$ cat config.mk
export PLATFORM = sky130hd
export DESIGN_NAME = periodic_pulser
export DESIGN_NICKNAME = d
export VERILOG_FILES = /design/src/periodic_pulser.sv
export SDC_FILE = /design/constraint.sdc
export NUM_CORES = 1
export LEC_CHECK = 0
export ABC_CLOCK_PERIOD_IN_PS = 1900
export BUFFER_PORTS_ARGS = -buffer_cell sky130_fd_sc_hd__buf_4
export CORE_MARGIN = 2
export CORE_UTILIZATION = 51
export DETAILED_ROUTE_END_ITERATION = 7
export GPL_TIMING_DRIVEN = 0
export HOLD_SLACK_MARGIN = 0.15
export PLACE_DENSITY = 0.76
export SKIP_CTS_REPAIR_TIMING = 1
export SYNTH_ARGS = -nofsm -noshare
export SYNTH_HDL_FRONTEND = slang
export SYNTH_SLANG_ARGS = --single-unit
export TNS_END_PERCENT = 10
$ cat constraint.sdc
create_clock -name clk -period 1.9 [get_ports clk]
set_clock_uncertainty 0.2 [all_clocks]
set_input_delay 0.285 -clock clk [delete_from_list [all_inputs] [get_ports clk]]
set_output_delay 0.285 -clock clk [all_outputs]
set_load 0.02 [all_outputs]
$ cat src/periodic_pulser.sv
`default_nettype none

module periodic_pulser #(
    parameter int PULSER_W = 32                  // period counter width
) (
    input  logic                clk,
    input  logic                reset_i,
    input  logic                enable_i,
    input  logic [PULSER_W-1:0] pulse_cycles_i,  // pulse every N+1 cycles
    output logic                pulse_o          // one-cycle strobe
);

    logic [PULSER_W-1:0] count_q;

    always_ff @(posedge clk) begin
        if (reset_i) begin
            count_q <= '0;
            pulse_o <= 1'b0;
        end else if (!enable_i) begin
            count_q <= '0;                       // park at zero while off
            pulse_o <= 1'b0;
        end else if (count_q >= pulse_cycles_i) begin
            count_q <= '0;                       // wrap, also if period shrank
            pulse_o <= (pulse_cycles_i != '0);   // zero period gives no pulse
        end else begin
            count_q <= count_q + 1'b1;
            pulse_o <= 1'b0;
        end
    end

    // back-to-back pulses would double-trigger every channel
    single_cycle_pulse: assert property (@(posedge clk) disable iff (reset_i)
        pulse_o |=> !pulse_o);

endmodule

`default_nettype wire

==> results.yml <==
synth:
  synth-async-reset-ratio_pct: 0
  syn_area_um2: 2290
  synth_fp_nets: 353
  ys_seq_area_share_pct: 28.9
  yosys.area.top_type: "dfxtp_1"
  synth_seq_cells: 33
  synth-main-ff-cell: "dfxtp_1"
  yosys-top-cells-area: "dfxtp_1 (29%), ha_1 (18%), nor2_1 (7.4%), inv_1 (5.9%), xnor2_1 (5.7%)"
  yosysWarnings: 0
  netlist_instances: 285
  netlist-cell-type-count: 36
  synth_top_area_share_pct: 28.9
  synth-edff-count: 0
  syn_area_per_cell_um2: 8.03
routing:
  drc: 0
  wl_met3_um: 194
  viasPerCell: 5.29
  vias: 2057
  drtIter0Drc: 152
  wl_met1_um: 2380
  ant_nets: 0
  wl_per_cell_um: 13.1
  dr.pass1.iters: 4
  maxUsedRoutingLayer: "met4"
  dr_wl_met2_um: 2430
  drt-total-wl_um: 5100
clocking:
  cts_tree: "done"
  cts.sinks: 33
  cts.path.max_buffers: 2
  clock_latency_ns: 0.28
  cts-htree-levels: 2
  cts.clk_slew.worst_paths_ns: 0.07
  cts_root_buf: "clkbuf_8"
  numCtsBuffers: 5
sta:
  slew_headroom_pct: 70.0
  post-route-period-util_pct: 117
  period_needed_ns: 2.21
  rsz0062_at_grt: "yes"
  setup_viol: 33
  finalHoldViolCount: 0
  worstMarginPinSlew_ns: 0.446
  worst_slack_ns: -0.315
  slew_viol_final: 0
  fmax_ghz: 0.451
critical_path:
  crit_path_end_kind: "register"
  crit_chain: "ha_4, nand2_1, or3_1, o221ai_2, a21oi_2, o21ai_4, buf_12, buf_6, nor2_1"
  start_kind: "register"
  cp_max_fo: 7
  required_ns: 1.87
  cp_slowest_cell: "or3_1"
  worst_path_largest_cell_delay_ns: 0.38
  setup.worst_path.class: "register to register"
  worstPathArrival_ns: 2.19
  reg2reg_depth: 9
cells_and_area:
  final_nets: 404
  drive_above_1_share_pct: 26.1
  area_growth_pct: 28.2
  fin_cells: 389
  n_antenna_cell: 0
run_status:
  violations: "negative setup slack"
  status: "finished with violations"
flow_run:
  maxCapViolations: 0
die:
  die_w_um: 71.0
  core_um2: 4320
  start_util_pct: 52.9
  dieHeight_um: 71.0
  pin_count: 36
  dieArea_um2: 5040
  placementRows: 24
pwr:
  pwr-share-clk_pct: 38.6
  pwr-share-comb_pct: 12.5
  power.static_leakage_nw: 1.32
  power.share.sequential_pct: 48.9
  p_int_w: 0.00108
  switchingPower_w: 0.000334
  p_total_w: 0.00141
  swShare_pct: 23.7
  ir_drop_uv: 315
  p_per_area_nw_per_um2: 482
global_routing:
  overflow: 0
  grt_max_degree: 11
  grt_use_total_pct: 20.9
  grt_pass1_vias: 1952
  antenna_found_initial: 0
  grt_pass1_wl_um: 8440
hold_path:
  hold_path_class: "primary input to register"
  hold_depth: 4
place:
  gp_congestion: 0.810
  numPortBuffers: 35
  dpl.cell_count: 372
  hpwl_um: 3760
## synthesized netlist by cell type, types with 2 or more instances
library cell and instances:
xnor2_1 15, nor2_1 45, ha_1 33, a21oi_1 15, and3_1 9, nand3_2 2, and4_1 2, nor4_1 8
xor2_1 15, o21ai_0 5, nand2_1 18, nor2b_1 2, nand3_1 12, nand4_1 11, inv_1 36, buf_4 4
a21o_1 2, dfxtp_1 33
## layout by cell type, fill, tap and decap left out, types with 2 or more instances in the layout
cell type	netlist	routed
a21o_1	2	2
a21oi_1	15	13
a21oi_2	0	2
and3_1	9	9
and4_1	2	2
buf_4	4	42
buf_6	0	4
clkbuf_1	0	2
clkbuf_8	0	6
dfxtp_1	33	21
dfxtp_2	0	8
dfxtp_4	0	4
ha_1	33	28
ha_4	0	5
inv_1	36	35
nand2_1	18	18
nand3_1	12	12
nand3_2	2	2
nand4_1	11	11
nor2_1	45	41
nor2_2	1	5
nor2b_1	2	2
nor4_1	8	8
o21ai_0	5	2
o21ai_1	0	3
xnor2_1	15	15
xor2_1	15	15
## worst max-delay path, delay by kind of cell, from the launching register on
kind	cells	cell delay, ns
adders and majority gates	1	0.26
AOI/OAI and AO/OA	3	0.53
and+or+nand+nor	3	0.47
DFF	1	0.35
buffers and inverters	2	0.28
## cell type report
cell class	instances	area (µm²)
clock buffers	8	90.1
fillers	372	1390
inverters	36	135
flip-flops and latches	33	686
multi-input cells	211	1560
plain buffers	5	46.3
repair buffers	44	349
well taps	52	65.1
## routing by layer
| layer | global-route usage, % | vias to the layer above |
|---|---|---|
| li1 | - | 1073 |
| met2 | 34.4 | 48 |
| met5 | 0 | - |
| met4 | 6.92 | 0 |
| met1 | 27.3 | 921 |
| met3 | 4.70 | 15 |
## power by group through the flow
stage | sequential (W) | clock, W | combinational, W
global route | 0.000692 | 0.000590 | 0.000198
finish | 0.000692 | 0.000545 | 0.000177
floorplan | 0.000710 | 0 | 0.0000730
global placement | 0.000711 | 0 | 0.000151
CTS | 0.000695 | 0.000559 | 0.000155
detailed placement | 0.000711 | 0 | 0.000154
## stage by stage
stage | cell area (µm²) | hold slack, ns | setup slack, ns | setup TNS, ns | utilization [%]
floorplan | 2340 | 0.249 | -0.0968 | -2.84 | -
global placement | 2670 | 0.275 | -0.375 | -11.80 | 61.8
detailed placement | 2670 | 0.279 | -0.397 | -12.41 | 61.8
CTS | 2760 | 0.0744 | -0.366 | -10.63 | 63.9
global route | 2930 | 0.218 | -0.400 | -11.77 | 67.8
finish | 2930 | 0.192 | -0.315 | -8.94 | 67.8
## cells by family (layout without fill, tap and decap cells)
group / after synthesis / in the layout / synth area share, %
AND/OR/NAND/NOR: 117 / 117 / 25.8
adder cells (fa/ha/maj): 33 / 33 / 18.1
XOR/XNOR: 30 / 30 / 11.5
buffers and inverters: 41 / 93 / 7.44
AO/OA/AOI/OAI: 31 / 31 / 8.32
flip-flops: 33 / 33 / 28.9
## final timing paths
kind	startpoint	end	slack, ns
max	count_q[5]	count_q[30]	-0.31
min	enable_i	pulse_o	0.19
max reg2reg	count_q[5]	count_q[30]	-0.31
min reg2reg	count_q[0]	count_q[0]	0.25
## registers in the layout, summed over array words and instances, names as in the netlist
register	count
count_q	32
pulse_o	1
(Power assumes the default switching activity.)
