[config.mk]
export PLATFORM = sky130hd
export DESIGN_NAME = config_regmap
export DESIGN_NICKNAME = d
export VERILOG_FILES = /design/src/larpix_pkg.sv /design/src/config_regmap.sv
export SDC_FILE = /design/constraint.sdc
export NUM_CORES = 1
export LEC_CHECK = 0
export BUFFER_PORTS_ARGS = -buffer_cell sky130_fd_sc_hd__buf_4
export CORE_UTILIZATION = 35
export DETAILED_ROUTE_END_ITERATION = 7
export HOLD_SLACK_MARGIN = 0.03
export PLACE_DENSITY = 0.65
export SLEW_MARGIN = 5
export SYNTH_ARGS = -nofsm -noshare
export SYNTH_HDL_FRONTEND = slang
export SYNTH_SLANG_ARGS = --single-unit
[constraint.sdc]
create_clock -name clk -period 2.5 [get_ports clk]
set_input_delay 0.5 -clock clk [delete_from_list [all_inputs] [get_ports clk]]
set_output_delay 0.5 -clock clk [all_outputs]
set_load 0.01 [all_outputs]
[src/larpix_pkg.sv]
`default_nettype none

package larpix_pkg;

    ////////////////////////////////////////////////////////////
    // sizes
    ////////////////////////////////////////////////////////////
    localparam int NUMCHANNELS = 16;    // default channel count
    localparam int CHAN_ID_W   = 4;     // channel id bits
    localparam int CHIP_ID_W   = 8;     // chip id bits
    localparam int TIMESTAMP_W = 16;    // event timestamp bits
    localparam int WORDWIDTH   = 8;     // register width
    localparam int REGNUM      = 16;    // number of config registers
    localparam int FIFO_DEPTH  = 8;     // default event fifo depth

    ////////////////////////////////////////////////////////////
    // register map, multi-byte fields are lsb first
    ////////////////////////////////////////////////////////////
    localparam int REG_CHIP_ID         = 0;
    localparam int REG_TRIG_MODES      = 1;     // [0] cross en, [1] periodic en
    localparam int REG_PER_TRIG_CYC    = 2;     // 4 bytes, 2..5
    localparam int REG_CHANNEL_MASK    = 6;     // 6..7
    localparam int REG_EXT_TRIG_MASK   = 8;     // 8..9
    localparam int REG_CROSS_TRIG_MASK = 10;    // 10..11
    localparam int REG_PER_TRIG_MASK   = 12;    // 12..13

    typedef enum logic [1:0] {
        NATURAL  = 2'd0,    // highest priority
        EXTERNAL = 2'd1,
        CROSS    = 2'd2,
        PERIODIC = 2'd3     // lowest priority
    } trig_type_e;

    typedef struct packed {
        logic [3:0]           addr;     // register address
        logic [WORDWIDTH-1:0] data;     // byte to write
    } cfg_write_t;

    // masks: high bit disables the channel
    typedef struct packed {
        logic                   cross_en;
        logic                   periodic_en;
        logic [31:0]            per_trig_cyc;      // periodic period
        logic [NUMCHANNELS-1:0] channel_mask;
        logic [NUMCHANNELS-1:0] ext_trig_mask;
        logic [NUMCHANNELS-1:0] cross_trig_mask;
        logic [NUMCHANNELS-1:0] per_trig_mask;
    } trig_cfg_t;

    typedef struct packed {
        logic [CHIP_ID_W-1:0]   chip_id;
        logic [CHAN_ID_W-1:0]   channel_id;
        trig_type_e             trig_type;
        logic [TIMESTAMP_W-1:0] timestamp;   // cycle the trigger was seen
    } chan_event_t;

endpackage

`default_nettype wire

[src/config_regmap.sv]
`default_nettype none

module config_regmap (
    input  logic                                clk,
    input  logic                                reset_i,
    input  logic                                cfg_req_i,    // four-phase request
    input  larpix_pkg::cfg_write_t              cfg_wr_i,     // held stable during req
    output logic                                cfg_ack_o,
    output larpix_pkg::trig_cfg_t               trig_cfg_o,   // decoded trigger config
    output logic [larpix_pkg::CHIP_ID_W-1:0]    chip_id_o
);

    localparam int W          = larpix_pkg::WORDWIDTH;
    localparam int MASK_BYTES = larpix_pkg::NUMCHANNELS / W;   // bytes per mask
    localparam int CYC_BYTES  = 32 / W;                        // bytes of period

    logic [W-1:0] regs_q [larpix_pkg::REGNUM];    // byte-wide register file

    ////////////////////////////////////////////////////////////
    // write handshake
    ////////////////////////////////////////////////////////////
    always_ff @(posedge clk) begin
        if (reset_i) begin
            cfg_ack_o <= 1'b0;
            for (int r = 0; r < larpix_pkg::REGNUM; r++) begin
                regs_q[r] <= '0;
            end
        end else if (cfg_req_i && !cfg_ack_o) begin    // one write per new request
            regs_q[cfg_wr_i.addr] <= cfg_wr_i.data;
            cfg_ack_o             <= 1'b1;
        end else if (!cfg_req_i) begin
            cfg_ack_o <= 1'b0;                           // release once req drops
        end
    end

    ////////////////////////////////////////////////////////////
    // field decode
    ////////////////////////////////////////////////////////////
    assign chip_id_o = regs_q[larpix_pkg::REG_CHIP_ID];

    always_comb begin
        trig_cfg_o.cross_en    = regs_q[larpix_pkg::REG_TRIG_MODES][0];
        trig_cfg_o.periodic_en = regs_q[larpix_pkg::REG_TRIG_MODES][1];
        for (int b = 0; b < CYC_BYTES; b++) begin     // period bytes in lsb-first order
            trig_cfg_o.per_trig_cyc[b*W +: W] = regs_q[larpix_pkg::REG_PER_TRIG_CYC + b];
        end
        for (int b = 0; b < MASK_BYTES; b++) begin    // mask bytes in lsb-first order
            trig_cfg_o.channel_mask[b*W +: W]    = regs_q[larpix_pkg::REG_CHANNEL_MASK + b];
            trig_cfg_o.ext_trig_mask[b*W +: W]   = regs_q[larpix_pkg::REG_EXT_TRIG_MASK + b];
            trig_cfg_o.cross_trig_mask[b*W +: W] = regs_q[larpix_pkg::REG_CROSS_TRIG_MASK + b];
            trig_cfg_o.per_trig_mask[b*W +: W]   = regs_q[larpix_pkg::REG_PER_TRIG_MASK + b];
        end
    end

    // ack only ever answers a live request
    ack_follows_req: assert property (@(posedge clk) disable iff (reset_i)
        $rose(cfg_ack_o) |-> $past(cfg_req_i));

    // master keeps the written word steady until it drops req
    wr_held_during_ack: assert property (@(posedge clk) disable iff (reset_i)
        (cfg_req_i && cfg_ack_o) |-> $stable(cfg_wr_i));

endmodule

`default_nettype wire

==> flow_metrics.py <==
metrics = {
    "route": {
        "drt_pass1_iterations": 4,
        "drc_errors": 0,
        "routed_wirelength_mm": 10.9,
        "drt_iter0_markers": 237,
        "routed_len_inst_um": 18.3,
        "viasPerCell": 4.98,
        "routed-via-count": 2963,
        "ant_nets": 0,
    },
    "clock_tree": {
        "clk-insertion-delay-late_ns": 0.35,
        "clock_sinks": 107,
        "cts.root.buffer_cell": "sky130_fd_sc_hd__clkbuf_16",
        "clock_tree_from_tritoncts": "done",
        "clockBufferDepth": 2,
        "cts_inserted_buffers": 9,
        "post_cts_resized": 0,
        "clk_pin_slew_worst_paths_ns": 0.06,
        "post_cts_buffers": 0,
        "cts_max_level": 3,
        "number_of_hold_repair_buffers_added_at_the_cts_stage": 0,
    },
    "critical_path": {
        "worstSetupPathType": "reg -> reg",
        "worst_setup_path_start_kind": "flip-flop",
        "worst_setup_path_end_kind": "flip-flop",
        "timing.critical_path.arrival_ns": 2.15,
        "worst_ep_required_time_ns": 2.66,
        "cp_max_fo": 18,
    },
    "pwr": {
        "net_switching_fraction_of_the_power": 0.217,
        "power.ir.vdd_worst_mv": 0.269,
        "cell_internal_power_mw": 2.91,
        "share_comb_of_total_power": 0.088,
        "pwr-share-seq": 0.550,
        "leakage_nw": 2.13,
        "p_clk_frac": 0.362,
        "power_switching_mw": 0.805,
        "report.power.total_mw": 3.72,
        "pwr_density_nw_per_um2": 646,
    },
    "logic_synthesis": {
        "netlist_top_cells_area": "sky130_fd_sc_hd__edfxtp_1 (73%), sky130_fd_sc_hd__nor3_1 (11%), sky130_fd_sc_hd__nand3b_1 (3.1%)",
        "syn_avg_cell_area_sq_um": 14.4,
        "synth_unique_cells": 18,
        "ys_seq_area_frac": 0.731,
        "post-synth-top-area-fraction": 0.727,
        "synth.net_count": 320,
        "syn-instance-count": 305,
        "synthDominantAreaCellType": "sky130_fd_sc_hd__edfxtp_1",
        "yosysWarnings": 0,
        "cell_area_after_synthesis_sq_um": 4380,
        "synth.ff_latch_count": 107,
    },
    "grt": {
        "vias_in_the_first_global_route": 2841,
        "track_usage": 0.175,
        "first_pass_grt_wire_length_mm": 16.5,
        "grt.overflow.total": 0,
        "grt_antenna_before_repair": 0,
        "grt_max_degree": 49,
    },
    "final_layout": {
        "most-common-layout-cells": "sky130_fd_sc_hd__buf_4 (141), sky130_fd_sc_hd__edfxtp_1 (106), sky130_fd_sc_hd__nor3_1 (99)",
        "antenna_cells_inserted": 0,
        "fin_cells": 595,
        "mostFrequentLayoutCell": "sky130_fd_sc_hd__buf_4",
        "final_layout_size_suffix_gt1_frac": 0.403,
        "num-nets-final": 438,
        "area.growth.synth_to_final_pct": 31.2,
    },
    "sta": {
        "tns_ns": 0,
        "period_needed_ns": 1.99,
        "skew_ns": 0.00513,
        "period_share": 0.797,
        "relative_slew_margins": 0.653,
        "finalSetupViolations": 0,
        "max_freq_ghz": 0.502,
        "worst_slew_pin_slew_ns": 0.513,
        "grt_setup_unrepaired": "false",
        "finalMaxSlewViolations": 0,
        "hold_violations": 0,
    },
    "floorplan": {
        "die-height_um": 114,
        "start_util": 0.362,
        "rows": 40,
        "ios": 122,
        "core_area_sq_um": 12100,
        "die_footprint_sq_um": 13000,
        "die-width_um": 114,
    },
    "placement": {
        "half_perimeter_wire_length_of_the_detailed_placement_result_mm": 7.76,
        "placement.io_buffers": 121,
        "post-place-cells": 580,
        "gp_congestion": 0.755,
    },
    "status": {
        "run_status": "finished clean",
    },
    "min_path": {
        "hold_path.class": "in -> reg",
    },
    "run": {
        "timing.max_cap.violations": 0,
    },
}
==> power by group through the flow <==
stage	Combinational, mW	Clock [mW]	Sequential (mW)
floorplan	0.136	0	2.10
global placement	0.322	0	2.08
detailed placement	0.328	0	2.08
CTS	0.329	1.36	2.04
global route	0.353	1.43	2.05
finish	0.326	1.35	2.04
==> Yosys cell counts <==
cell and n:
sky130_fd_sc_hd__edfxtp_1 106, sky130_fd_sc_hd__nor3_1 99, sky130_fd_sc_hd__clkbuf_1 25, sky130_fd_sc_hd__nand3b_1 18, sky130_fd_sc_hd__o21bai_1 12, sky130_fd_sc_hd__or3b_2 11
sky130_fd_sc_hd__nand3_1 8, sky130_fd_sc_hd__buf_6 7, sky130_fd_sc_hd__nor3_2 7, sky130_fd_sc_hd__a41o_1 2, sky130_fd_sc_hd__buf_1 2, sky130_fd_sc_hd__inv_1 2
sky130_fd_sc_hd__dfxtp_1 1, sky130_fd_sc_hd__nand4bb_1 1, sky130_fd_sc_hd__nor2b_1 1, sky130_fd_sc_hd__nor4b_1 1, sky130_fd_sc_hd__or3_1 1, sky130_fd_sc_hd__or4b_1 1
==> metal layers <==
layer,global-route usage,share of wire,vias to the layer above
met5,0,0,-
li1,-,-,1411
met3,0.0409,0.087,11
met4,0.0649,0.014,0
met2,0.244,0.45,131
met1,0.263,0.45,1410
==> stage by stage <==
stage | hold slack, ns | util | worst slack [ns] | area, sq um
after floorplan | 0.572 | - | 0.369 | 4380
after global placement | 0.750 | 0.452 | 0.243 | 5470
after detailed placement | 0.758 | 0.452 | 0.195 | 5470
after CTS | 0.402 | 0.475 | 0.506 | 5750
after global routing | 0.416 | 0.475 | 0.400 | 5750
final | 0.405 | 0.475 | 0.506 | 5750
==> critical path, cell delays in order, from the launching register on <==
cell	delay [ns]
sky130_fd_sc_hd__dfxtp_1	0.34
sky130_fd_sc_hd__or4b_2	0.92
sky130_fd_sc_hd__buf_4	0.30
sky130_fd_sc_hd__nor3_1	0.24
==> cell families after synthesis <==
group | after synthesis | share of synthesized area
simple gates | 148 | 0.201
flops | 107 | 0.731
buf+inv | 36 | 0.0428
compound gates | 14 | 0.0251
==> worst paths after layout <==
kind                          start                           to  slack [ns]  depth (start not counted)
max          cfg_ack_o$_SDFFE_PP0P_   regs_q[3][6]$_SDFFCE_PN0P_        0.51                          3
min                       cfg_req_i       cfg_ack_o$_SDFFE_PP0P_        0.41                          2
max reg2reg  cfg_ack_o$_SDFFE_PP0P_   regs_q[3][6]$_SDFFCE_PN0P_        0.51                          3
min reg2reg  cfg_ack_o$_SDFFE_PP0P_  regs_q[11][7]$_SDFFCE_PN0P_        0.94                          2
==> layout make-up <==
| cell class | count | area, sq um |
|---|---|---|
| Tap cell | 168 | 210 |
| Clock buffer | 11 | 233 |
| Fill cell | 1107 | 6360 |
| Clock inverter | 4 | 42.5 |
| Inverter | 2 | 7.51 |
| Timing Repair Buffer | 141 | 1060 |
| Multi-Input combinational cell | 162 | 995 |
| Sequential cell | 107 | 3200 |
==> registers in the layout, summed over array words and instances, names as in the netlist <==
name / cells
regs_q: 106
cfg_ack_o: 1
Power figures use the tool's default switching activity.
