==> src/larpix_pkg.sv <==
`default_nettype none

package larpix_pkg;

    ////////////////////////////////////////////////////////////
    // sizes
    ////////////////////////////////////////////////////////////
    localparam int NUMCHANNELS = 16;    // default channel count
    localparam int CHAN_ID_W   = 4;     // channel id bits
    localparam int CHIP_ID_W   = 8;     // chip id bits
    localparam int TIMESTAMP_W = 16;    // event timestamp bits
    localparam int WORDWIDTH   = 8;     // register width
    localparam int REGNUM      = 16;    // number of config registers
    localparam int FIFO_DEPTH  = 8;     // default event fifo depth

    ////////////////////////////////////////////////////////////
    // register map, multi-byte fields are lsb first
    ////////////////////////////////////////////////////////////
    localparam int REG_CHIP_ID         = 0;
    localparam int REG_TRIG_MODES      = 1;     // [0] cross en, [1] periodic en
    localparam int REG_PER_TRIG_CYC    = 2;     // 4 bytes, 2..5
    localparam int REG_CHANNEL_MASK    = 6;     // 6..7
    localparam int REG_EXT_TRIG_MASK   = 8;     // 8..9
    localparam int REG_CROSS_TRIG_MASK = 10;    // 10..11
    localparam int REG_PER_TRIG_MASK   = 12;    // 12..13

    typedef enum logic [1:0] {
        NATURAL  = 2'd0,    // highest priority
        EXTERNAL = 2'd1,
        CROSS    = 2'd2,
        PERIODIC = 2'd3     // lowest priority
    } trig_type_e;

    typedef struct packed {
        logic [3:0]           addr;     // register address
        logic [WORDWIDTH-1:0] data;     // byte to write
    } cfg_write_t;

    // masks: high bit disables the channel
    typedef struct packed {
        logic                   cross_en;
        logic                   periodic_en;
        logic [31:0]            per_trig_cyc;      // periodic period
        logic [NUMCHANNELS-1:0] channel_mask;
        logic [NUMCHANNELS-1:0] ext_trig_mask;
        logic [NUMCHANNELS-1:0] cross_trig_mask;
        logic [NUMCHANNELS-1:0] per_trig_mask;
    } trig_cfg_t;

    typedef struct packed {
        logic [CHIP_ID_W-1:0]   chip_id;
        logic [CHAN_ID_W-1:0]   channel_id;
        trig_type_e             trig_type;
        logic [TIMESTAMP_W-1:0] timestamp;   // cycle the trigger was seen
    } chan_event_t;

endpackage

`default_nettype wire

==> src/event_fifo.sv <==
`default_nettype none

module event_fifo #(
    parameter int FIFO_DEPTH = larpix_pkg::FIFO_DEPTH
) (
    input  logic                        clk,
    input  logic                        reset_i,
    input  logic                        wr_i,        // push from router
    input  larpix_pkg::chan_event_t     event_i,
    output logic                        full_o,
    output larpix_pkg::chan_event_t     evt_o,       // head under handshake
    output logic                        evt_req_o,
    input  logic                        evt_ack_i
);

    localparam int PTR_W = $clog2(FIFO_DEPTH);
    localparam int CNT_W = $clog2(FIFO_DEPTH + 1);

    larpix_pkg::chan_event_t mem [FIFO_DEPTH];       // event storage
    logic [PTR_W-1:0]        wr_ptr_q;
    logic [PTR_W-1:0]        rd_ptr_q;
    logic [CNT_W-1:0]        count_q;                // entries held
    logic                    pop;

    assign full_o = (count_q == CNT_W'(FIFO_DEPTH));
    assign pop    = evt_req_o & evt_ack_i;           // consumer took the head

    always_ff @(posedge clk) begin
        if (wr_i) begin
            mem[wr_ptr_q] <= event_i;
        end
    end

    ////////////////////////////////////////////////////////////
    // pointers, count and readout handshake
    ////////////////////////////////////////////////////////////
    always_ff @(posedge clk) begin
        if (reset_i) begin
            wr_ptr_q  <= '0;
            rd_ptr_q  <= '0;
            count_q   <= '0;
            evt_req_o <= 1'b0;
            evt_o     <= '0;
        end else begin
            if (wr_i) begin
                wr_ptr_q <= (wr_ptr_q == PTR_W'(FIFO_DEPTH - 1)) ? '0 : wr_ptr_q + 1'b1;
            end
            if (pop) begin
                rd_ptr_q <= (rd_ptr_q == PTR_W'(FIFO_DEPTH - 1)) ? '0 : rd_ptr_q + 1'b1;
            end
            count_q <= count_q + CNT_W'(wr_i) - CNT_W'(pop);
            if (pop) begin
                evt_req_o <= 1'b0;                             // drop req on ack
            end else if (!evt_req_o && !evt_ack_i && count_q != '0) begin
                evt_o     <= mem[rd_ptr_q];                    // present next head
                evt_req_o <= 1'b1;
            end
        end
    end

    no_overflow: assert property (@(posedge clk) disable iff (reset_i)
        count_q <= CNT_W'(FIFO_DEPTH));

    // head and req hold until the consumer acks
    req_stable: assert property (@(posedge clk) disable iff (reset_i)
        (evt_req_o && !evt_ack_i) |=> (evt_req_o && $stable(evt_o)));

endmodule

`default_nettype wire

==> config.mk <==
export PLATFORM = sky130hd
export DESIGN_NAME = event_fifo
export DESIGN_NICKNAME = d
export VERILOG_FILES = /design/src/larpix_pkg.sv /design/src/event_fifo.sv
export SDC_FILE = /design/constraint.sdc
export NUM_CORES = 1
export LEC_CHECK = 0
export ABC_AREA = 1
export BUFFER_PORTS_ARGS = -buffer_cell sky130_fd_sc_hd__buf_2
export CAP_MARGIN = 20
export CORE_MARGIN = 4
export CORE_UTILIZATION = 55
export DETAILED_ROUTE_END_ITERATION = 8
export PLACE_DENSITY_LB_ADDON = 0.1
export SETUP_SLACK_MARGIN = 0.15
export SLEW_MARGIN = 20
export SYNTH_ARGS = -nofsm -noshare
export SYNTH_HDL_FRONTEND = slang
export SYNTH_SLANG_ARGS = --single-unit
==> constraint.sdc <==
create_clock -name clk -period 3.35 [get_ports clk]
set_clock_uncertainty 0.05 [all_clocks]
set_input_delay 0.67 -clock clk [delete_from_list [all_inputs] [get_ports clk]]
set_output_delay 0.67 -clock clk [all_outputs]
set_load 0.01 [all_outputs]
==> impl_summary.txt, run 1 <==
----------------------------------------------------
[STA]
  Peak Freq ... 429 MHz
  Minimum clock period after layout ... 2330 ps
  Slew of the pin with the lowest slew margin ... 879 ps
  Crit share post-route ... 69.6%
  Slew Viols, Final ... 0
  Setup violations, final ... 0
  Sum Neg Setup Slack ... 0 ps
  Relative slew slack ... 41.3%
  Final count of hold timing violations ... 0
  Final Worst Setup Slack ... 1020 ps
  Unrepaired setup endpoints after global routing ... no

[Clocking]
  CTS tree ... yes
  Clock transition at the register clock pins on the worst setup and hold paths after CTS ... 60 ps
  Clk Tree Root Cell ... sky130_fd_sc_hd__clkbuf_16
  Maximum clock insertion buffer count ... 3
  Setup Buffers After CTS ... 0
  CTS H-tree depth ... 1
  Worst-skew pair later-pin latency ... 530 ps
  Inserted Clock Buffers ... 29
  Number of clock sinks seen by CTS ... 281
  Hold buffer count at cts ... 0
  # resized after CTS ... 0

[Drt]
  Average via count per standard cell ... 5.15
  Total number of vias ... 7824
  Avg WL per Cell ... 16.7 um
  DRC violations left ... 0
  Antenna-violating nets left ... 0
  Total Wirelength ... 25400 um
  Iter 0 DRT Violations ... 571
  Number of iterations in the first detailed-routing pass ... 5

[Pwr]
  Internal Pwr Total ... 0.00642 W
  Logic pwr share ... 14.3%
  Post-layout power ... 0.00859 W
  Leakage dissipation ... 6.00 nW
  Portion of total power attributed to the clock network ... 37.9%
  Switching Power ... 0.00218 W
  Maximum ir drop on the vdd rail ... 0.000454 V
  Switching Fraction ... 25.3%
  Part of the power in registers ... 47.8%
  Total power divided by cell area ... 637 nW/um2

[Die]
  Starting density of the core ... 56.0%
  Die X ... 155 um
  Placeable core region ... 21100 um2
  Ports placed on the boundary ... 66
  Row count ... 53
  Area of the die ... 23900 um2
  DIE HEIGHT ... 155 um

[Place]
  Placement Setup Slack ... 894 ps
  Input/output buffers ... 65
  Gp weighted congestion ... 0.737
  Half-perimeter wire length after placement ... 14100 um

[Critical path]
  Worst Setup End Kind ... flop
  CP delay by family, top ... buffers and inverters
  Crit Path Category ... flop to flop
  WP data arrival ... 2670 ps
  Library cell contributing the largest single delay on the critical path ... sky130_fd_sc_hd__buf_4
  Maximum fanout along the worst path ... 73
  Number of buffer and inverter instances along the worst setup path ... 3
  First element of the critical path ... rd_ptr_q[0]$_SDFFE_PP0P_
  Kind of start point of the critical path ... flop
  Required @ worst endpoint ... 3690 ps
  Maximum single-stage delay on the critical path ... 600 ps
  Worst path cell trace ... clkinv_2, buf_4, buf_4, nand2_1, nand3_1, nand3_1, nand2_1, a21oi_1
  R2r startpoint ... rd_ptr_q[0]$_SDFFE_PP0P_

[Finish]
  Fill cells ... 1708
  Nets ... 1267
  Layout cells sized above 1 ... 11.3%
  Synth-to-layout area growth ... 14.1%
  Antenna Diode Count ... 0

[Synth]
  Post-synth design cell area ... 11800 um2
  Mean area per synthesized cell ... 10.2 um2
  Yosys warns ... 0
  Number of synthesized register bits ... 281
  Sequential share of the synthesized area ... 67.9%
  Synthesized Nets ... 1205
  Library cell occupying the most area in the post-synthesis netlist ... sky130_fd_sc_hd__edfxtp_1
  Distinct cell type count after synthesis ... 25
  Top cells by area in the synthesized netlist ... sky130_fd_sc_hd__edfxtp_1 61%, sky130_fd_sc_hd__nand2_1 8.9%, sky130_fd_sc_hd__inv_1 8.2%
  Synthesized instance count ... 1160
  Area fraction of the dominant cell type after synthesis ... 61.0%

[Min path]
  Hold Startpoint ... reset_i
  Path type of the worst min-delay path ... primary input to flop

[Flow run]
  Reported max-cap violation count ... 0

[Global route]
  Initial antenna violation count ... 0
  Final global-route overflow total ... 0
  Number of global-route vias before repair ... 7452
  Pin count of the biggest net entering global routing ... 74
  Total global-route track usage ... 21.5%
  Wire length of the first global-routing pass ... 40600 um

[Run status]
  Result of the run ... finished clean

----------------------------------------------------
==> stage by stage <==
stage	instance area (um2)	hold WS [ps]	utilization [%]	instances
final	13500	355	63.9	1519
after CTS	13500	334	63.9	1519
after global routing	13500	351	63.9	1519
after floorplan	11800	443	-	1160
after global placement	12500	444	59.4	1466
after detailed placement	12500	456	59.4	1466
==> cell type report <==
class	instances	area [um2]	share of cell area, %
Clock buffer	37	766	5.68
Multi-Input combinational cell	565	2640	19.6
Clock inverter	16	199	1.48
Tap cell	275	344	2.55
Timing Repair Buffer	85	526	3.90
Sequential cell	281	8030	59.6
Inverter	260	977	7.25
==> per-layer routing <==
metal / track usage, % / vias to the layer above / share of wire, %
met5: 0 / - / 0
met4: 6.18 / 0 / 2.3
met1: 30.3 / 3709 / 44
met3: 2.88 / 49 / 5.9
met2: 35.4 / 222 / 47
li1: - / 3844 / -
==> worst paths after layout <==
kind | endpoint | slack, ps | cells after the start
setup / recovery | evt_o[29]$_SDFFE_PP0P_ | 1020 | 8
setup reg to reg | evt_o[29]$_SDFFE_PP0P_ | 1020 | 8
hold / removal | count_q[1]$_SDFF_PP0_ | 350 | 2
hold reg to reg | evt_o[20]$_SDFFE_PP0P_ | 470 | 2
==> power by group through the flow <==
stage                     sequential [W]  combinational [W]  clock, W
after floorplan                  0.00423           0.000735         0
after global placement           0.00417            0.00121         0
after detailed placement         0.00418            0.00124         0
after CTS                        0.00411            0.00125   0.00331
after global routing             0.00413            0.00140   0.00345
final                            0.00411            0.00123   0.00326
==> cells in the mapped netlist (all sizes together) <==
master and number:
nand2 279, inv 259, edfxtp 240, nand3 181, dfxtp 41, buf 38
a21oi 37, o21ai 35, clkbuf 16, nor2 14, ha 10, or2 2
a211oi 1, clkinv 1, fa 1, nand4 1, nor3 1, nor3b 1
o21bai 1, xnor2 1
==> flip-flops by register name, summed over array words and instances (netlist names) <==
| register | cells |
|---|---|
| evt_req_o | 1 |
| mem | 240 |
| wr_ptr_q | 3 |
| count_q | 4 |
| evt_o | 30 |
| rd_ptr_q | 3 |
==> cell usage in the layout, fill, tap and decap left out, drive strengths merged <==
cell,n
dfxtp,41
xnor2,1
o21ai,35
nand4,1
inv,259
buf,85
nand3,181
nor3b,1
nor2,14
a211oi,1
ha,10
a21oi,37
bufinv,5
nand2,279
or2,2
fa,1
nor3,1
o21bai,1
edfxtp,240
clkbuf,37
clkinv,12
==> logic make-up (layout without fill, tap and decap cells) <==
| logic type | after synthesis | count (layout) | synth area share [%] |
|---|---|---|---|
| adder cells (fa/ha/maj) | 11 | 11 | 1.23 |
| flip-flops | 281 | 281 | 67.9 |
| AO/OA/AOI/OAI | 74 | 74 | 3.21 |
| AND/OR/NAND/NOR | 479 | 479 | 17.2 |
| buffers and inverters | 314 | 398 | 10.3 |
| XOR/XNOR | 1 | 1 | 0.0741 |
Power figures use the tool's default switching activity.
==> inputs of run 2 (changes only) <==
ABC_AREA = 0   (was 1)
CORE_UTILIZATION = 54   (was 55)
clock period = 2.1 ns   (was 3.35 ns; I/O delays follow)
==> run 2 against run 1 <==
- final cell count down 36%
- total power up 49%
- via count down 29%
- critical endpoint is now full_o
- largest cell class unchanged
- critical path depth down 4
- register-to-register slack worse by 740 ps
==> impl_summary.txt, run 2 <==
----------------------------------------------------
[Drt]
  Average via count per standard cell ... 5.65 (was 5.15)
  Avg WL per Cell ... 22.1 um (was 16.7 um)
  Iter 0 DRT Violations ... 400 (was 571)
  Total number of vias ... 5535 (was 7824)
  Total Wirelength ... 21600 um (was 25400 um)
  DRC violations left ... 0 (unchanged)
  Antenna-violating nets left ... 0 (unchanged)
  Number of iterations in the first detailed-routing pass ... 5 (unchanged)

[Synth]
  Synthesized Nets ... 640 (was 1205)
  Mean area per synthesized cell ... 17.9 um2 (was 10.2 um2)
  Number of enable flip-flop cells after synthesis ... 240 (unchanged)
  Synthesized instance count ... 595 (was 1160)
  Proportion of synthesized flip-flops having asynchronous set or reset ... 0% (unchanged)
  Area fraction of the dominant cell type after synthesis ... 67.6% (was 61.0%)
  Post-synth design cell area ... 10700 um2 (was 11800 um2)
  Yosys warns ... 0 (unchanged)
  Main flop type after synthesis ... sky130_fd_sc_hd__edfxtp_1 (unchanged)
  List of most frequent post-synthesis cells ... 240 x sky130_fd_sc_hd__edfxtp_1, 65 x sky130_fd_sc_hd__mux2i_1, 44 x sky130_fd_sc_hd__nor2_1, 41 x sky130_fd_sc_hd__dfxtp_1, 35 x sky130_fd_sc_hd__nor3_1 (was 279 x sky130_fd_sc_hd__nand2_1, 258 x sky130_fd_sc_hd__inv_1, 240 x sky130_fd_sc_hd__edfxtp_1, 181 x sky130_fd_sc_hd__nand3_1, 41 x sky130_fd_sc_hd__dfxtp_1)
  Sequential share of the synthesized area ... 75.3% (was 67.9%)
  Distinct cell type count after synthesis ... 28 (was 25)
  Number of synthesized register bits ... 281 (unchanged)
  Top cells by area in the synthesized netlist ... sky130_fd_sc_hd__edfxtp_1 68%, sky130_fd_sc_hd__dfxtp_1 7.7%, sky130_fd_sc_hd__mux4_2 6.1% (was sky130_fd_sc_hd__edfxtp_1 61%, sky130_fd_sc_hd__nand2_1 8.9%, sky130_fd_sc_hd__inv_1 8.2%)
  Library cell occupying the most area in the post-synthesis netlist ... sky130_fd_sc_hd__edfxtp_1 (unchanged)
  Most frequent cell after synthesis ... sky130_fd_sc_hd__edfxtp_1 (was sky130_fd_sc_hd__nand2_1)

[Critical path]
  Worst path cell trace ... inv_1, ha_1, and3_1, buf_2 (was clkinv_2, buf_4, buf_4, nand2_1, nand3_1, nand3_1, nand2_1, a21oi_1)
  Worst Setup End Kind ... primary output (was flop)
  Maximum fanout along the worst path ... 3 (was 73)
  Crit Path Category ... flop to primary output (was flop to flop)
  Maximum single-stage delay on the critical path ... 310 ps (was 600 ps)
  Library cell contributing the largest single delay on the critical path ... sky130_fd_sc_hd__dfxtp_1 (was sky130_fd_sc_hd__buf_4)
  Required @ worst endpoint ... 1630 ps (was 3690 ps)
  Kind of start point of the critical path ... flop (unchanged)
  CP delay by family, top ... flip-flops (was buffers and inverters)
  Reg2Reg Setup Slack ... 280 ps (was 1020 ps)
  WP data arrival ... 1400 ps (was 2670 ps)
  Total stage count of the critical path ... 4 (was 8)
  Cell count of the worst reg-to-reg path ... 8 (unchanged)
  Number of buffer and inverter instances along the worst setup path ... 2 (was 3)

[Die]
  Starting density of the core ... 54.8% (was 56.0%)
  Ports placed on the boundary ... 66 (unchanged)
  DIE HEIGHT ... 149 um (was 155 um)
  Area of the die ... 22100 um2 (was 23900 um2)
  Row count ... 51 (was 53)
  Placeable core region ... 19500 um2 (was 21100 um2)
  Die X ... 149 um (was 155 um)

[Clocking]
  Setup Buffers After CTS ... 0 (unchanged)
  Number of clock sinks seen by CTS ... 281 (unchanged)
  Maximum clock insertion buffer count ... 3 (unchanged)
  Inserted Clock Buffers ... 28 (was 29)
  Worst-skew pair later-pin latency ... 520 ps (was 530 ps)
  Clock transition at the register clock pins on the worst setup and hold paths after CTS ... 60 ps (about the same)
  Clk Tree Root Cell ... sky130_fd_sc_hd__clkbuf_16 (unchanged)
  CTS tree ... yes (unchanged)
  CTS H-tree depth ... 1 (unchanged)

[Finish]
  Area of the multi-input gates ... 2430 um2 (was 2640 um2)
  Largest registers ... mem (240), evt_o (30), count_q (4) (unchanged)
  Layout cells sized above 1 ... 26.2% (was 11.3%)
  Antenna Diode Count ... 0 (unchanged)
  Fill cells ... 1373 (was 1708)
  Most common library cell in the layout ignoring fill and taps ... sky130_fd_sc_hd__edfxtp_1 (was sky130_fd_sc_hd__nand2_1)
  Register containing the most flip-flops in the final layout ... mem (unchanged)
  Synth-to-layout area growth ... 16.6% (was 14.1%)
  Sequential cell area ... 8030 um2 (about the same)
  Nets ... 738 (was 1267)
  Most frequent cells in the layout ... 240 x sky130_fd_sc_hd__edfxtp_1, 65 x sky130_fd_sc_hd__mux2i_1, 65 x sky130_fd_sc_hd__buf_2 (was 279 x sky130_fd_sc_hd__nand2_1, 258 x sky130_fd_sc_hd__inv_1, 240 x sky130_fd_sc_hd__edfxtp_1)
  Max reg flops ... 240 (unchanged)

[STA]
  Unrepaired setup endpoints after global routing ... no (unchanged)
  Final count of hold timing violations ... 0 (unchanged)
  Setup violations, final ... 0 (unchanged)
  Relative slew slack ... 58.9% (was 41.3%)
  Peak Freq ... 536 MHz
  Crit share post-route ... 88.8%
  Slew of the pin with the lowest slew margin ... 616 ps (was 879 ps)
  Sum Neg Setup Slack ... 0 ps (unchanged)
  Minimum clock period after layout ... 1870 ps
  Slew Viols, Final ... 0 (unchanged)
  Worst hold margin ... 68.1 ps (was 355 ps)

[Pwr]
  Part of the power in registers ... 50.9% (was 47.8%)
  Maximum ir drop on the vdd rail ... 0.000898 V (was 0.000454 V)
  Logic pwr share ... 12.5% (was 14.3%)
  Leakage dissipation ... 4.17 nW (was 6.00 nW)
  Switching Fraction ... 23.7% (was 25.3%)
  Switching Power ... 0.00304 W (was 0.00218 W)
  Portion of total power attributed to the clock network ... 36.6% (was 37.9%)
  Total power divided by cell area ... 1030 nW/um2 (was 637 nW/um2)
  Internal Pwr Total ... 0.00978 W (was 0.00642 W)

[Global route]
  Number of global-route vias before repair ... 5667 (was 7452)
  Total global-route track usage ... 20.0% (was 21.5%)
  Wire length of the first global-routing pass ... 33300 um (was 40600 um)
  Pin count of the biggest net entering global routing ... 31 (was 74)
  Initial antenna violation count ... 1 (was 0)
  Final global-route overflow total ... 0 (unchanged)

[Min path]
  Hold path cells ... 2 (unchanged)
  Path type of the worst min-delay path ... primary input to flop (unchanged)

[Flow run]
  Reported max-cap violation count ... 0 (unchanged)

[Place]
  Gp weighted congestion ... 0.716 (was 0.737)
  Input/output buffers ... 65 (unchanged)
  Half-perimeter wire length after placement ... 12400 um (was 14100 um)

[Run status]
  Result of the run ... finished clean (unchanged)

----------------------------------------------------
-- run 2: routing by layer --
| layer | share of wire (%) | vias up | global-route usage (%) |
|---|---|---|---|
| met4 | 1.8 | 2 | 3.83 |
| met5 | 0.060 | - | 0 |
| li1 | - | 2551 | - |
| met1 | 43 | 2782 | 28.8 |
| met3 | 6.4 | 38 | 3.63 |
| met2 | 49 | 162 | 32.7 |
-- run 2: what timing repair did --
item / 4_1_cts / 5_1_grt
hold buffers: 0 / 0
gates resized for setup: 0 / 1
endpoints found under the hold margin: 0 / 0
endpoints found under the setup margin: 0 / 3
-- run 2: final cells by class --
| cell class | count | share of cell area [%] |
|---|---|---|
| timing repair buffer | 103 | 5.92 |
| multi-input combinational | 270 | 19.5 |
| clock buffer | 40 | 6.41 |
| clock inverter | 11 | 0.624 |
| sequential | 281 | 64.6 |
| tap | 265 | 2.67 |
| inverter | 9 | 0.272 |
-- run 2: per-stage QoR --
step                utilization (%)  std cells  cell area (um2)  setup slack, ps  total power (W)
floorplan                         -        595            10700              146          0.00763
global placement               59.4        928            11600              153          0.00819
detailed placement             59.4        928            11600             82.1          0.00825
CTS                            63.9        979            12400              205           0.0129
global route                   63.9        979            12400              151           0.0134
finish                         63.9        979            12400              235           0.0128
-- run 2: path summary, 6_finish.rpt --
| path | start | endpoint |
|---|---|---|
| worst max-delay path | count_q[2]$_SDFF_PP0_ | full_o |
| worst min-delay path | evt_ack_i | evt_req_o$_SDFFE_PP0P_ |
| worst max register to register | evt_req_o$_SDFFE_PP0P_ | count_q[2]$_SDFF_PP0_ |
| worst min register to register | evt_o[28]$_SDFFE_PP0P_ | evt_o[28]$_SDFFE_PP0P_ |
-- run 2: cells by family (layout without fill, tap and decap cells) --
| family | count (synthesis) | count (layout) | synth area share [%] |
|---|---|---|---|
| AND/OR/NAND/NOR | 97 | 97 | 4.13 |
| XOR/XNOR | 2 | 2 | 0.164 |
| multiplexers | 94 | 94 | 12.2 |
| flip-flops | 281 | 281 | 75.3 |
| adder cells (fa/ha/maj) | 11 | 11 | 1.36 |
| AO/OA/AOI/OAI | 66 | 66 | 4.21 |
| buffers and inverters | 44 | 163 | 2.62 |
-- run 2: power groups by stage --
stage / logic, W / registers, W / clock network (W)
2_1_floorplan: 0.000961 / 0.00667 / 0
3_3_place_gp: 0.00157 / 0.00662 / 0
3_5_place_dp: 0.00161 / 0.00664 / 0
4_1_cts: 0.00162 / 0.00652 / 0.00478
5_1_grt: 0.00177 / 0.00655 / 0.00504
6_report: 0.00160 / 0.00652 / 0.00470
-- run 2: worst reg2reg max path, cell delays in order (launching register included) --
cell and delay (ps):
sky130_fd_sc_hd__dfxtp_1 350, sky130_fd_sc_hd__nand2_1 100, sky130_fd_sc_hd__inv_1 70, sky130_fd_sc_hd__ha_1 270, sky130_fd_sc_hd__inv_1 40, sky130_fd_sc_hd__ha_1 200
sky130_fd_sc_hd__fa_1 390, sky130_fd_sc_hd__xnor2_1 170, sky130_fd_sc_hd__nor2_1 60
